--- config.mk ---
export PLATFORM = sky130hd
export DESIGN_NAME = router_ingress_top
export DESIGN_NICKNAME = d
export VERILOG_FILES = /design/src/source/ingress_pkg.sv /design/src/source/router_ingress_top.sv /design/src/source/ingress_rr_arbiter.sv /design/src/source/ingress_port_counters.sv /design/src/source/ingress_port_fifo.sv /design/src/source/ingress_width_packer.sv
export SDC_FILE = /design/constraint.sdc
export NUM_CORES = 2
export LEC_CHECK = 0
export BUFFER_PORTS_ARGS = -buffer_cell sky130_fd_sc_hd__buf_2
export CORE_ASPECT_RATIO = 0.7
export CORE_UTILIZATION = 40
export DETAILED_ROUTE_END_ITERATION = 12
export PLACE_DENSITY = 0.64
export SKIP_CTS_REPAIR_TIMING = 1
export SYNTH_ARGS = -nofsm -noshare
export SYNTH_HDL_FRONTEND = slang
export SYNTH_MEMORY_MAX_BITS = 65536
export SYNTH_SLANG_ARGS = --single-unit
--- constraint.sdc ---
create_clock -name clk_ifc -period 21.8 [get_ports clk_ifc]
set_input_delay 1.09 -clock clk_ifc [delete_from_list [all_inputs] [get_ports clk_ifc]]
set_output_delay 1.09 -clock clk_ifc [all_outputs]
set_load 0.01 [all_outputs]
--- src/source/ingress_pkg.sv ---
// Shared sizes, beat and bus word types and the arbiter state for the router ingress stage
// Imported by every ingress module and by the testbench

package ingress_pkg;

    ////////////////////////////////////////
    // Port counts and sizes

    localparam int num_8b_ports  = 2;
    localparam int num_32b_ports = 2;
    // 8-bit ports take the low indices, 32-bit ports follow
    localparam int num_ports     = num_8b_ports + num_32b_ports;
    localparam int port_idx_w    = 2;
    localparam int bus_bytes     = 8;
    localparam int fifo_depth    = 16;
    localparam int cnt_w         = 32;

    ////////////////////////////////////////
    // Beats and words

    // One beat from an 8-bit physical port
    typedef struct packed {
        logic       valid;
        logic [7:0] data;
        logic       last;
    } in8_beat_t;

    // One beat from a 32-bit physical port
    typedef struct packed {
        logic        valid;
        logic [31:0] data;
        logic        last;
    } in32_beat_t;

    // Converged bus word, byte 0 in the low bits of data
    typedef struct packed {
        logic [bus_bytes*8-1:0] data;
        logic [bus_bytes-1:0]   keep;
        logic                   last;
        logic [port_idx_w-1:0]  port;
    } bus_word_t;

    typedef enum logic {
        arb_idle,
        arb_pass
    } arb_state_e;

endpackage
--- src/source/router_ingress_top.sv ---
// Router ingress stage: per-port packers, FIFOs and counters merged by a round-robin arbiter
// Ports 0 and 1 are the 8-bit ports, ports 2 and 3 the 32-bit ports
`timescale 1ns/1ps

module router_ingress_top (
    input  logic                            clk_ifc,
    input  logic                            rst_n,
    input  ingress_pkg::in8_beat_t          in_8b [ingress_pkg::num_8b_ports],
    input  ingress_pkg::in32_beat_t         in_32b [ingress_pkg::num_32b_ports],
    input  logic [ingress_pkg::num_ports-1:0] port_enable,
    input  logic [ingress_pkg::num_ports-1:0] cnt_clear,
    output ingress_pkg::bus_word_t          out_word,
    output logic                            out_valid,
    input  logic                            out_ready,
    output logic [ingress_pkg::cnt_w-1:0]   frame_cnt [ingress_pkg::num_ports],
    output logic [ingress_pkg::cnt_w-1:0]   byte_cnt [ingress_pkg::num_ports],
    output logic [ingress_pkg::num_ports-1:0] buf_overflow
);

    import ingress_pkg::*;

    bus_word_t              packed_word [num_ports];
    logic [num_ports-1:0]   packed_valid;
    logic [num_ports-1:0]   beat_accepted;
    logic [num_ports-1:0]   beat_last;
    bus_word_t              heads [num_ports];
    logic [num_ports-1:0]   not_empty;
    logic [num_ports-1:0]   pop;

    ////////////////////////////////////////
    // Width packers

    for (genvar i = 0; i < num_8b_ports; i++) begin : g_pack_8b
        ingress_width_packer #(
            .in_bytes      ( 1                   )
        ) u_packer (
            .clk_ifc       ( clk_ifc             ),
            .rst_n         ( rst_n               ),
            .beat          ( in_8b[i]            ),
            .enable        ( port_enable[i]      ),
            .port_idx      ( port_idx_w'(i)      ),
            .word          ( packed_word[i]      ),
            .word_valid    ( packed_valid[i]     ),
            .beat_accepted ( beat_accepted[i]    ),
            .beat_last     ( beat_last[i]        )
        );
    end

    for (genvar i = 0; i < num_32b_ports; i++) begin : g_pack_32b
        localparam int p = num_8b_ports + i;
        ingress_width_packer #(
            .in_bytes      ( 4                   )
        ) u_packer (
            .clk_ifc       ( clk_ifc             ),
            .rst_n         ( rst_n               ),
            .beat          ( in_32b[i]           ),
            .enable        ( port_enable[p]      ),
            .port_idx      ( port_idx_w'(p)      ),
            .word          ( packed_word[p]      ),
            .word_valid    ( packed_valid[p]     ),
            .beat_accepted ( beat_accepted[p]    ),
            .beat_last     ( beat_last[p]        )
        );
    end

    ////////////////////////////////////////
    // Per-port buffering and statistics

    for (genvar p = 0; p < num_ports; p++) begin : g_port
        ingress_port_fifo u_fifo (
            .clk_ifc       ( clk_ifc             ),
            .rst_n         ( rst_n               ),
            .wr_word       ( packed_word[p]      ),
            .wr_en         ( packed_valid[p]     ),
            .head          ( heads[p]            ),
            .not_empty     ( not_empty[p]        ),
            .pop           ( pop[p]              ),
            .overflow      ( buf_overflow[p]     )
        );

        ingress_port_counters #(
            .in_bytes      ( (p < num_8b_ports) ? 1 : 4 )
        ) u_counters (
            .clk_ifc       ( clk_ifc             ),
            .rst_n         ( rst_n               ),
            .beat_accepted ( beat_accepted[p]    ),
            .beat_last     ( beat_last[p]        ),
            .clear         ( cnt_clear[p]        ),
            .frame_cnt     ( frame_cnt[p]        ),
            .byte_cnt      ( byte_cnt[p]         )
        );
    end

    ingress_rr_arbiter u_arbiter (
        .clk_ifc   ( clk_ifc   ),
        .rst_n     ( rst_n     ),
        .heads     ( heads     ),
        .not_empty ( not_empty ),
        .pop       ( pop       ),
        .out_word  ( out_word  ),
        .out_valid ( out_valid ),
        .out_ready ( out_ready )
    );

endmodule

--- src/source/ingress_rr_arbiter.sv ---
// Round-robin packet arbiter over the port FIFOs, drives the registered converged bus
// A port keeps the bus until its last word is loaded into the output register
`timescale 1ns/1ps

module ingress_rr_arbiter (
    input  logic                                  clk_ifc,
    input  logic                                  rst_n,
    input  ingress_pkg::bus_word_t                heads [ingress_pkg::num_ports],
    input  logic [ingress_pkg::num_ports-1:0]     not_empty,
    output logic [ingress_pkg::num_ports-1:0]     pop,
    output ingress_pkg::bus_word_t                out_word,
    output logic                                  out_valid,
    input  logic                                  out_ready
);

    import ingress_pkg::*;

    arb_state_e             state;
    logic [port_idx_w-1:0]  cur_port;
    logic [port_idx_w-1:0]  last_port;
    logic [port_idx_w-1:0]  next_port;
    logic [port_idx_w-1:0]  cand;
    logic                   found;
    logic                   load;

    ////////////////////////////////////////
    // Port search starting after the last served port

    always_comb begin
        found     = 1'b0;
        next_port = last_port;
        cand      = last_port;
        for (int i = 1; i <= num_ports; i++) begin
            cand = port_idx_w'((int'(last_port) + i) % num_ports);
            if (!found && not_empty[cand]) begin
                found     = 1'b1;
                next_port = cand;
            end
        end
    end

    // Load when the output register is free or being drained
    assign load = (state == arb_pass) && not_empty[cur_port] && (!out_valid || out_ready);

    always_comb begin
        pop           = '0;
        pop[cur_port] = load;
    end

    always_ff @(posedge clk_ifc) begin
        if (!rst_n) begin
            state     <= arb_idle;
            cur_port  <= '0;
            last_port <= port_idx_w'(num_ports - 1);
            out_valid <= 1'b0;
        end else begin
            if (load) begin
                out_valid <= 1'b1;
            end else if (out_ready) begin
                out_valid <= 1'b0;
            end
            case (state)
                arb_idle: begin
                    if (found) begin
                        cur_port <= next_port;
                        state    <= arb_pass;
                    end
                end
                arb_pass: begin
                    if (load && heads[cur_port].last) begin
                        last_port <= cur_port;
                        state     <= arb_idle;
                    end
                end
                default: state <= arb_idle;
            endcase
        end
    end

    always_ff @(posedge clk_ifc) begin
        if (load) begin
            out_word <= heads[cur_port];
        end
    end

endmodule

--- src/source/ingress_port_counters.sv ---
// Frame and byte counters for one ingress port, fed by the packer strobes
`timescale 1ns/1ps

module ingress_port_counters #(
    parameter int in_bytes = 1
) (
    input  logic                         clk_ifc,
    input  logic                         rst_n,
    input  logic                         beat_accepted,
    input  logic                         beat_last,
    input  logic                         clear,
    output logic [ingress_pkg::cnt_w-1:0] frame_cnt,
    output logic [ingress_pkg::cnt_w-1:0] byte_cnt
);

    import ingress_pkg::*;

    // Clear wins over a beat in the same cycle
    always_ff @(posedge clk_ifc) begin
        if (!rst_n) begin
            frame_cnt <= '0;
            byte_cnt  <= '0;
        end else if (clear) begin
            frame_cnt <= '0;
            byte_cnt  <= '0;
        end else if (beat_accepted) begin
            byte_cnt <= byte_cnt + cnt_w'(in_bytes);
            if (beat_last) begin
                frame_cnt <= frame_cnt + 1'b1;
            end
        end
    end

endmodule

--- src/source/ingress_port_fifo.sv ---
// Word buffer for one ingress port, drops writes when full and keeps a sticky overflow flag
// Head word is shown directly, pop advances it at the clock edge
`timescale 1ns/1ps

module ingress_port_fifo (
    input  logic                   clk_ifc,
    input  logic                   rst_n,
    input  ingress_pkg::bus_word_t wr_word,
    input  logic                   wr_en,
    output ingress_pkg::bus_word_t head,
    output logic                   not_empty,
    input  logic                   pop,
    output logic                   overflow
);

    import ingress_pkg::*;

    localparam int ptr_w = $clog2(fifo_depth);

    bus_word_t         mem [fifo_depth];
    logic [ptr_w-1:0]  wr_ptr;
    logic [ptr_w-1:0]  rd_ptr;
    logic [ptr_w:0]    count;
    logic              full;
    logic              do_wr;
    logic              do_rd;

    assign full      = (count == (ptr_w+1)'(fifo_depth));
    assign not_empty = (count != '0);
    assign do_wr     = wr_en && !full;
    assign do_rd     = pop && not_empty;
    assign head      = mem[rd_ptr];

    ////////////////////////////////////////
    // Pointers, occupancy and overflow

    always_ff @(posedge clk_ifc) begin
        if (!rst_n) begin
            wr_ptr   <= '0;
            rd_ptr   <= '0;
            count    <= '0;
            overflow <= 1'b0;
        end else begin
            if (do_wr) begin
                wr_ptr <= wr_ptr + 1'b1;
            end
            if (do_rd) begin
                rd_ptr <= rd_ptr + 1'b1;
            end
            case ({do_wr, do_rd})
                2'b10:   count <= count + 1'b1;
                2'b01:   count <= count - 1'b1;
                default: count <= count;
            endcase
            // Sticky until reset
            if (wr_en && full) begin
                overflow <= 1'b1;
            end
        end
    end

    always_ff @(posedge clk_ifc) begin
        if (do_wr) begin
            mem[wr_ptr] <= wr_word;
        end
    end

endmodule

--- src/source/ingress_width_packer.sv ---
// Packs the beats of one physical port into 64-bit bus words with byte keep
// One instance per port, in_bytes set to the port width in bytes (1 or 4)
`timescale 1ns/1ps

module ingress_width_packer #(
    parameter int in_bytes = 1
) (
    input  logic                              clk_ifc,
    input  logic                              rst_n,
    input  logic [in_bytes*8+1:0]             beat,
    input  logic                              enable,
    input  logic [ingress_pkg::port_idx_w-1:0] port_idx,
    output ingress_pkg::bus_word_t            word,
    output logic                              word_valid,
    output logic                              beat_accepted,
    output logic                              beat_last
);

    import ingress_pkg::*;

    localparam int slots  = bus_bytes / in_bytes;
    localparam int slot_w = $clog2(slots);

    logic                    in_valid;
    logic [in_bytes*8-1:0]   in_data;
    logic                    in_last;
    logic                    in_pkt;
    logic                    pkt_en;
    logic                    take;
    logic                    word_done;
    logic [slot_w-1:0]       slot;
    logic [bus_bytes*8-1:0]  acc_data;
    logic [bus_bytes*8-1:0]  next_data;
    logic [bus_bytes-1:0]    next_keep;

    // Beat layout is valid, data, last from MSB down
    assign in_valid = beat[in_bytes*8+1];
    assign in_data  = beat[in_bytes*8:1];
    assign in_last  = beat[0];

    // Enable is sampled on the first beat, later beats follow that decision
    assign take          = in_pkt ? pkt_en : enable;
    assign beat_accepted = in_valid && take;
    assign beat_last     = beat_accepted && in_last;
    assign word_done     = beat_accepted && (in_last || slot == slot_w'(slots - 1));

    always_comb begin
        next_data = acc_data;
        next_data[int'(slot)*in_bytes*8 +: in_bytes*8] = in_data;
        for (int b = 0; b < bus_bytes; b++) begin
            next_keep[b] = (b < (int'(slot) + 1) * in_bytes);
        end
    end

    ////////////////////////////////////////
    // Packet tracking and slot position

    always_ff @(posedge clk_ifc) begin
        if (!rst_n) begin
            in_pkt     <= 1'b0;
            pkt_en     <= 1'b0;
            slot       <= '0;
            word_valid <= 1'b0;
        end else begin
            word_valid <= word_done;
            if (in_valid) begin
                if (!in_pkt) begin
                    pkt_en <= enable;
                end
                in_pkt <= !in_last;
            end
            if (beat_accepted) begin
                slot <= word_done ? '0 : slot + 1'b1;
            end
        end
    end

    // Accumulator and output word
    always_ff @(posedge clk_ifc) begin
        if (beat_accepted) begin
            acc_data <= next_data;
        end
        if (word_done) begin
            word.data <= next_data;
            word.keep <= next_keep;
            word.last <= in_last;
            word.port <= port_idx;
        end
    end

endmodule

; Word level (Yosys, flattened, before mapping)
; Memory sizes are Yosys's and may differ from the RTL's. A register that Yosys moved wholly into a read port is not among the register bits.
; Cells that the tools add are included.
; W data, S select, Z words.
[totals]
regBits = 961
memories = 4
in_bits = 99
ramBits = 4672
word_cells = 300
[op_classes]
n_reduce_logical = 67
mux = 60
addsub = 40
n_bitwise = 4
n_eq_ne = 14
magnitude_cmp = 39
n_shift = 8
[mem_list]
columns = name, depth, word_bits, read_ports, rd_clocked_by_memory_dff, wr, line_no
row1 = g_port[0].u_fifo.mem, 16, 73, 1, 1, 1, ingress_port_fifo.sv:20  ; bus_word_t mem [fifo_depth];
row2 = g_port[1].u_fifo.mem, 16, 73, 1, 1, 1, ingress_port_fifo.sv:20
row3 = g_port[2].u_fifo.mem, 16, 73, 1, 1, 1, ingress_port_fifo.sv:20
row4 = g_port[3].u_fifo.mem, 16, 73, 1, 1, 1, ingress_port_fifo.sv:20
[op_table]
columns = cell, count
row1 = $lt A4 B32 Y1 const A, 16
row2 = $bwmux W64, 4
row3 = $lt A3 B32 Y1 const A, 8
row4 = $add A32 B1 Y32 const B, 6
row5 = $bmux W75 S2, 1
row6 = $mux W75, 2
row7 = $neg A6 Y33, 4
row8 = $lt A1 B32 Y1 const A, 4
row9 = $lt A2 B32 Y1 const A, 4
row10 = $shift A32 B33 Y64 const A, 2
row11 = $shift A8 B33 Y64 const A, 2
row12 = $shiftx A32 B33 Y64, 2
row13 = $shiftx A8 B33 Y64, 2
row14 = $add A32 B3 Y32 const B, 2
row15 = $pmux W5 S2, 4
row16 = $add A4 B1 Y4 const B, 8
row17 = $mux W4, 8
row18 = $logic_and A1 B1 Y1, 31
row19 = $mux W1, 28
row20 = $add A5 B1 Y5 const B, 4
row21 = $eq A5 B5 Y1 const B, 4
row22 = $reduce_bool A5 Y1, 4
row23 = $sub A5 B1 Y5 const B, 4
row24 = $lt A2 B3 Y1 const B, 5
row25 = other kinds (24), 73

; Logic depth before layout (Yosys ltp)
[depth]
ltp_word = 15
ltp_mapped = 12
ltp_nobuf = 11

; Hierarchy
; A second synthesis with hierarchy kept.
[unflattened]
hier_cells = 9868
hier_area_um2 = 223763.4
[modules_own_cells]
columns = mod, cells_each, seq_area_each_um2, area_each_um2, n_inst
row1 = ingress_port_fifo, 1783, 36394.9, 46459.6, 4
row2 = ingress_width_packer at g_pack_32b[0].u_packer ..., 229, 4043.9, 5118.7, 2
row3 = ingress_port_counters at g_port[0].u_counters ..., 359, 1281.2, 3037.9, 2
row4 = ingress_port_counters at g_port[2].u_counters ..., 354, 1241.2, 2981.6, 2
row5 = ingress_width_packer at g_pack_8b[0].u_packer, 317, 4294.1, 5770.5, 1
row6 = ingress_width_packer at g_pack_8b[1].u_packer, 319, 4294.1, 5474.0, 1
row7 = ingress_rr_arbiter, 214, 2372.3, 4396.7, 1
row8 = router_ingress_top, 2, 0.0, 7.5, 1

; Worst setup path before layout
; No wires, ideal clock.
[synth_timing]
path_type = reg2reg
from = register g_port[1].u_fifo.count[1]
to = memory g_port[1].u_fifo.mem[3][0] (netlist name), enable pin
path_stages_with_launch = 6
arrival_ns = 6.281
path_buffers = 1
path_slack_ns = 14.925
required_ns = 21.207
setup_time_ns = 0.593
path_cell_list = dfxtp_1 -> clkbuf_1 -> nor4_1 -> a21oi_1 -> nand2_1 -> nor3_1
[synth_between]
elab_chain_len = 5
[synth_lines]
columns = item, line_no
row1 = from (decl), ingress_port_fifo.sv:23  ; logic [ptr_w:0] count;
row2 = from (signal assigned), ingress_port_fifo.sv:51  ; 2'b10: count <= count + 1'b1;
row3 = from (signal assigned), ingress_port_fifo.sv:52  ; 2'b01: count <= count - 1'b1;
row4 = from (signal assigned), ingress_port_fifo.sv:53  ; default: count <= count;
row5 = $eq A5 B5 Y1, ingress_port_fifo.sv:28  ; assign full = (count == (ptr_w+1)'(fifo_depth));
row6 = $logic_not A1 Y1, ingress_port_fifo.sv:30  ; assign do_wr = wr_en && !full;
row7 = $logic_and A1 B1 Y1, ingress_port_fifo.sv:30
row8 = $mux W1, ingress_port_fifo.sv:63  ; if (do_wr) begin
row9 = $mux W1 (implied by the code), ingress_port_fifo.sv:64  ; mem[wr_ptr] <= wr_word;
row10 = to (decl), ingress_port_fifo.sv:20
; No other way between the ends.

==> impl_metrics.json <==
{
  "status": "finished, violations left",
  "violations": "antenna violations",
  "met1_length_um": 219000,
  "dpl_cell_area_um2": 216800,
  "first_pass_iters": 6,
  "ff_latch_area_um2": 158900,
  "setup.worst_path.start_class": "register",
  "wl_met2_um": 251200,
  "final_util": 0.4531,
  "cts_sinks": 5407,
  "crit_arrival_ns": 5.98,
  "gp_congestion": 0.8179,
  "synth_cells": 9228,
  "holdWs_ns": 0.2598,
  "nets": 10060,
  "crit_path_end": "u_arbiter.out_word[63]",
  "wl_per_cell_um": 31.40,
  "ys_ff_latch": 5407,
  "cp_max_fo": 44,
  "power_mw": 20.52,
  "yosysMostFrequentCell": "edfxtp_1",
  "cts_made_buffers": 483,
  "drt_wl_total_um": 541800,
  "synthTopCellsByCount": "5,057 x edfxtp_1, 1,435 x mux4_2, 378 x nor2_1, 350 x dfxtp_1, 242 x mux2_2",
  "dpl.cell_count": 16310,
  "maxCapViolations": 0,
  "dieArea_um2": 518300,
  "place_ws_ns": 16.46,
  "synth.distinct_cells": 66,
  "rsz0062_at_grt": "false",
  "grt_pass1_vias": 99160,
  "die_y_um": 602.6,
  "seq_area_frac_synth": 0.7706,
  "layout_worst_path_cycle_share": 0.2404,
  "grt_max_degree": 127,
  "reg2regPathDepth": 6,
  "timing.final.hold_violations": 0,
  "hold_class": "input port to register",
  "clk_pin_slew_ns": 0.07,
  "ys_top_cells_by_area": "edfxtp_1 74%, mux4_2 16%, dfxtp_1 3.4%",
  "cts_tree": "built",
  "grt_pass1_wl_um": 756000,
  "drive_above_1_share": 0.3018,
  "synth-warning-count": 0,
  "grt_overflow": 0,
  "portBuffers": 430,
  "cts_max_level": 5,
  "finalMaxSlewViolations": 0,
  "ys.flop_type": "edfxtp_1",
  "ant_nets": 1,
  "drc": 0,
  "setup_viol": 0,
  "syn_area_um2": 206200,
  "clk_latency_ns": 1.08,
  "rows": 220,
  "floorplan.initialDensity": 0.4018,
  "io_pins": 435,
  "yosys.area.top_type_share": 0.7366,
  "cp-end-kind": "register",
  "power_density_nw_per_um2": 88.27,
  "yosysTopAreaCell": "edfxtp_1",
  "clockRootBuffer": "clkbuf_16",
  "route.met3.wl_um": 53780,
  "async_reset_ff_frac": 0,
  "final.min_clock_period_ns": 5.240,
  "antenna_found_initial": 88,
  "vias": 99930,
  "peakVddDrop_v": 0.00008341,
  "areaGrowthSynthToFinish_pct": 12.77,
  "worstHoldStart": "in_8b[9]",
  "final_cells": 17260,
  "crit_type": "register to register",
  "routed_via_density": 5.792,
  "die_w_um": 860.1,
  "setup_tns_ns": 0,
  "slew_headroom": 0.1503,
  "r2r_slack_ns": 16.56,
  "n_fill_cell": 42180,
  "design_area_um2": 232500,
  "fin_skew_ns": 0.09144,
  "dpl.hpwl_um": 315700,
  "drtIter0Drc": 12680,
  "worst_slack_ns": 16.56,
  "cp.required_ns": 22.53,
  "multiInputGateArea_um2": 45270,
  "r2r-end": "u_arbiter.out_word[63]",
  "clockBufferDepth": 4,
  "synth-edff-count": 5057,
  "core_area_um2": 513100,
  "worst_pin_slew_ns": 1.271,
  "total_leakage_power_nw": 70.49,
  "grt_use_total": 0.2041,
  "timing.fmax_mhz": 190.8,
  "top_layer": "met5",
  "synth.avg_cell_area_um2": 22.34
}
==> metal layers <==
layer	vias to the layer above	GRT usage
li1	39940	-
met1	53810	0.2938
met2	5292	0.3165
met3	859	0.04190
met4	30	0.06089
met5	-	0
==> how the worst min path moves through the flow <==
stage / end / slack, ns / depth (start not counted)
after floorplan: u_arbiter.out_word[1] / 0.41 / 0
after global placement: g_pack_8b[0].u_packer.pkt_en / 0.46 / 2
after detailed placement: g_pack_32b[1].u_packer.pkt_en / 0.47 / 2
after CTS: g_pack_8b[1].u_packer.in_pkt / 0.15 / 2
after global routing: g_pack_8b[1].u_packer.in_pkt / 0.23 / 2
final: g_pack_8b[1].u_packer.in_pkt / 0.26 / 2
==> layout by cell type, fill, tap and decap left out, drive strengths merged, types with 4 or more instances in the layout <==
cell type and n:
xor2 141, a22oi 12, a31oi 8, conb 4, or4 6, nor4b 6
nand2b 19, o21ai 78, dfxtp 350, clkbuf 616, nor2b 21, ha 52
and4 31, or2 7, nand2 186, buf 632, mux2i 46, mux2 242
nand4 73, nor3b 7, nor3 68, clkinvlp 15, nand3 117, a21oi 90
nor2 378, bufinv 34, diode 53, xnor2 105, or3 49, a211oi 9
clkinv 211, edfxtp 5057, and2 24, nor4 28, mux4 1435, and3 24
inv 99, a211o 4
==> critical path: stages (launching register included) <==
cell     delay, ns
dfxtp_4       0.59
buf_4         0.77
buf_4         0.73
buf_4         0.80
mux4_2        0.60
mux4_2        0.68
mux4_2        0.52
==> power by group <==
part | internal (mW) | switching (mW) | total (mW)
clock | 4.63 | 3.80 | 8.43
combinational | 0.235 | 0.357 | 0.592
sequential | 11.4 | 0.129 | 11.5
==> state kept, by name (all words and copies together) (netlist names), 4 cells and up, named ones only <==
signal and flops:
g_port.u_fifo.rd_ptr 16, g_port.u_fifo.count 20, g_pack_32b.u_packer.word 132, g_port.u_fifo.wr_ptr 16, g_port.u_counters.frame_cnt 128, g_pack_32b.u_packer.acc_data 128, g_port.u_counters.byte_cnt 124, u_arbiter.out_word 75
g_port.u_fifo.mem 4448, g_pack_8b.u_packer.slot 6, g_pack_8b.u_packer.word 146, g_pack_8b.u_packer.acc_data 128, g_port.u_fifo.overflow 4
==> cells by family (layout without fill, tap and decap cells) <==
group	after synthesis	after routing	synth area share
DFF	5407	5407	0.7706
muxes	1723	1723	0.1722
and+or+nand+nor	1054	1054	0.02491
buffers and inverters	518	1607	0.01224
xor gates and xnor gates	246	246	0.01045
AOI/OAI and AO/OA	227	227	0.006391
adders and majority gates	52	52	0.003156
other	1	57	0.00001819
==> layout make-up <==
cell class,instances,area share
inverter,80,0.001362
clock inverter,279,0.01063
antenna,53,0.0005705
clock buffer,616,0.05605
timing repair buffer,632,0.01601
sequential,5407,0.6836
tap,6882,0.03704
multi-input combinational,3306,0.1947
Note: power is estimated with default switching activity, not from simulation.
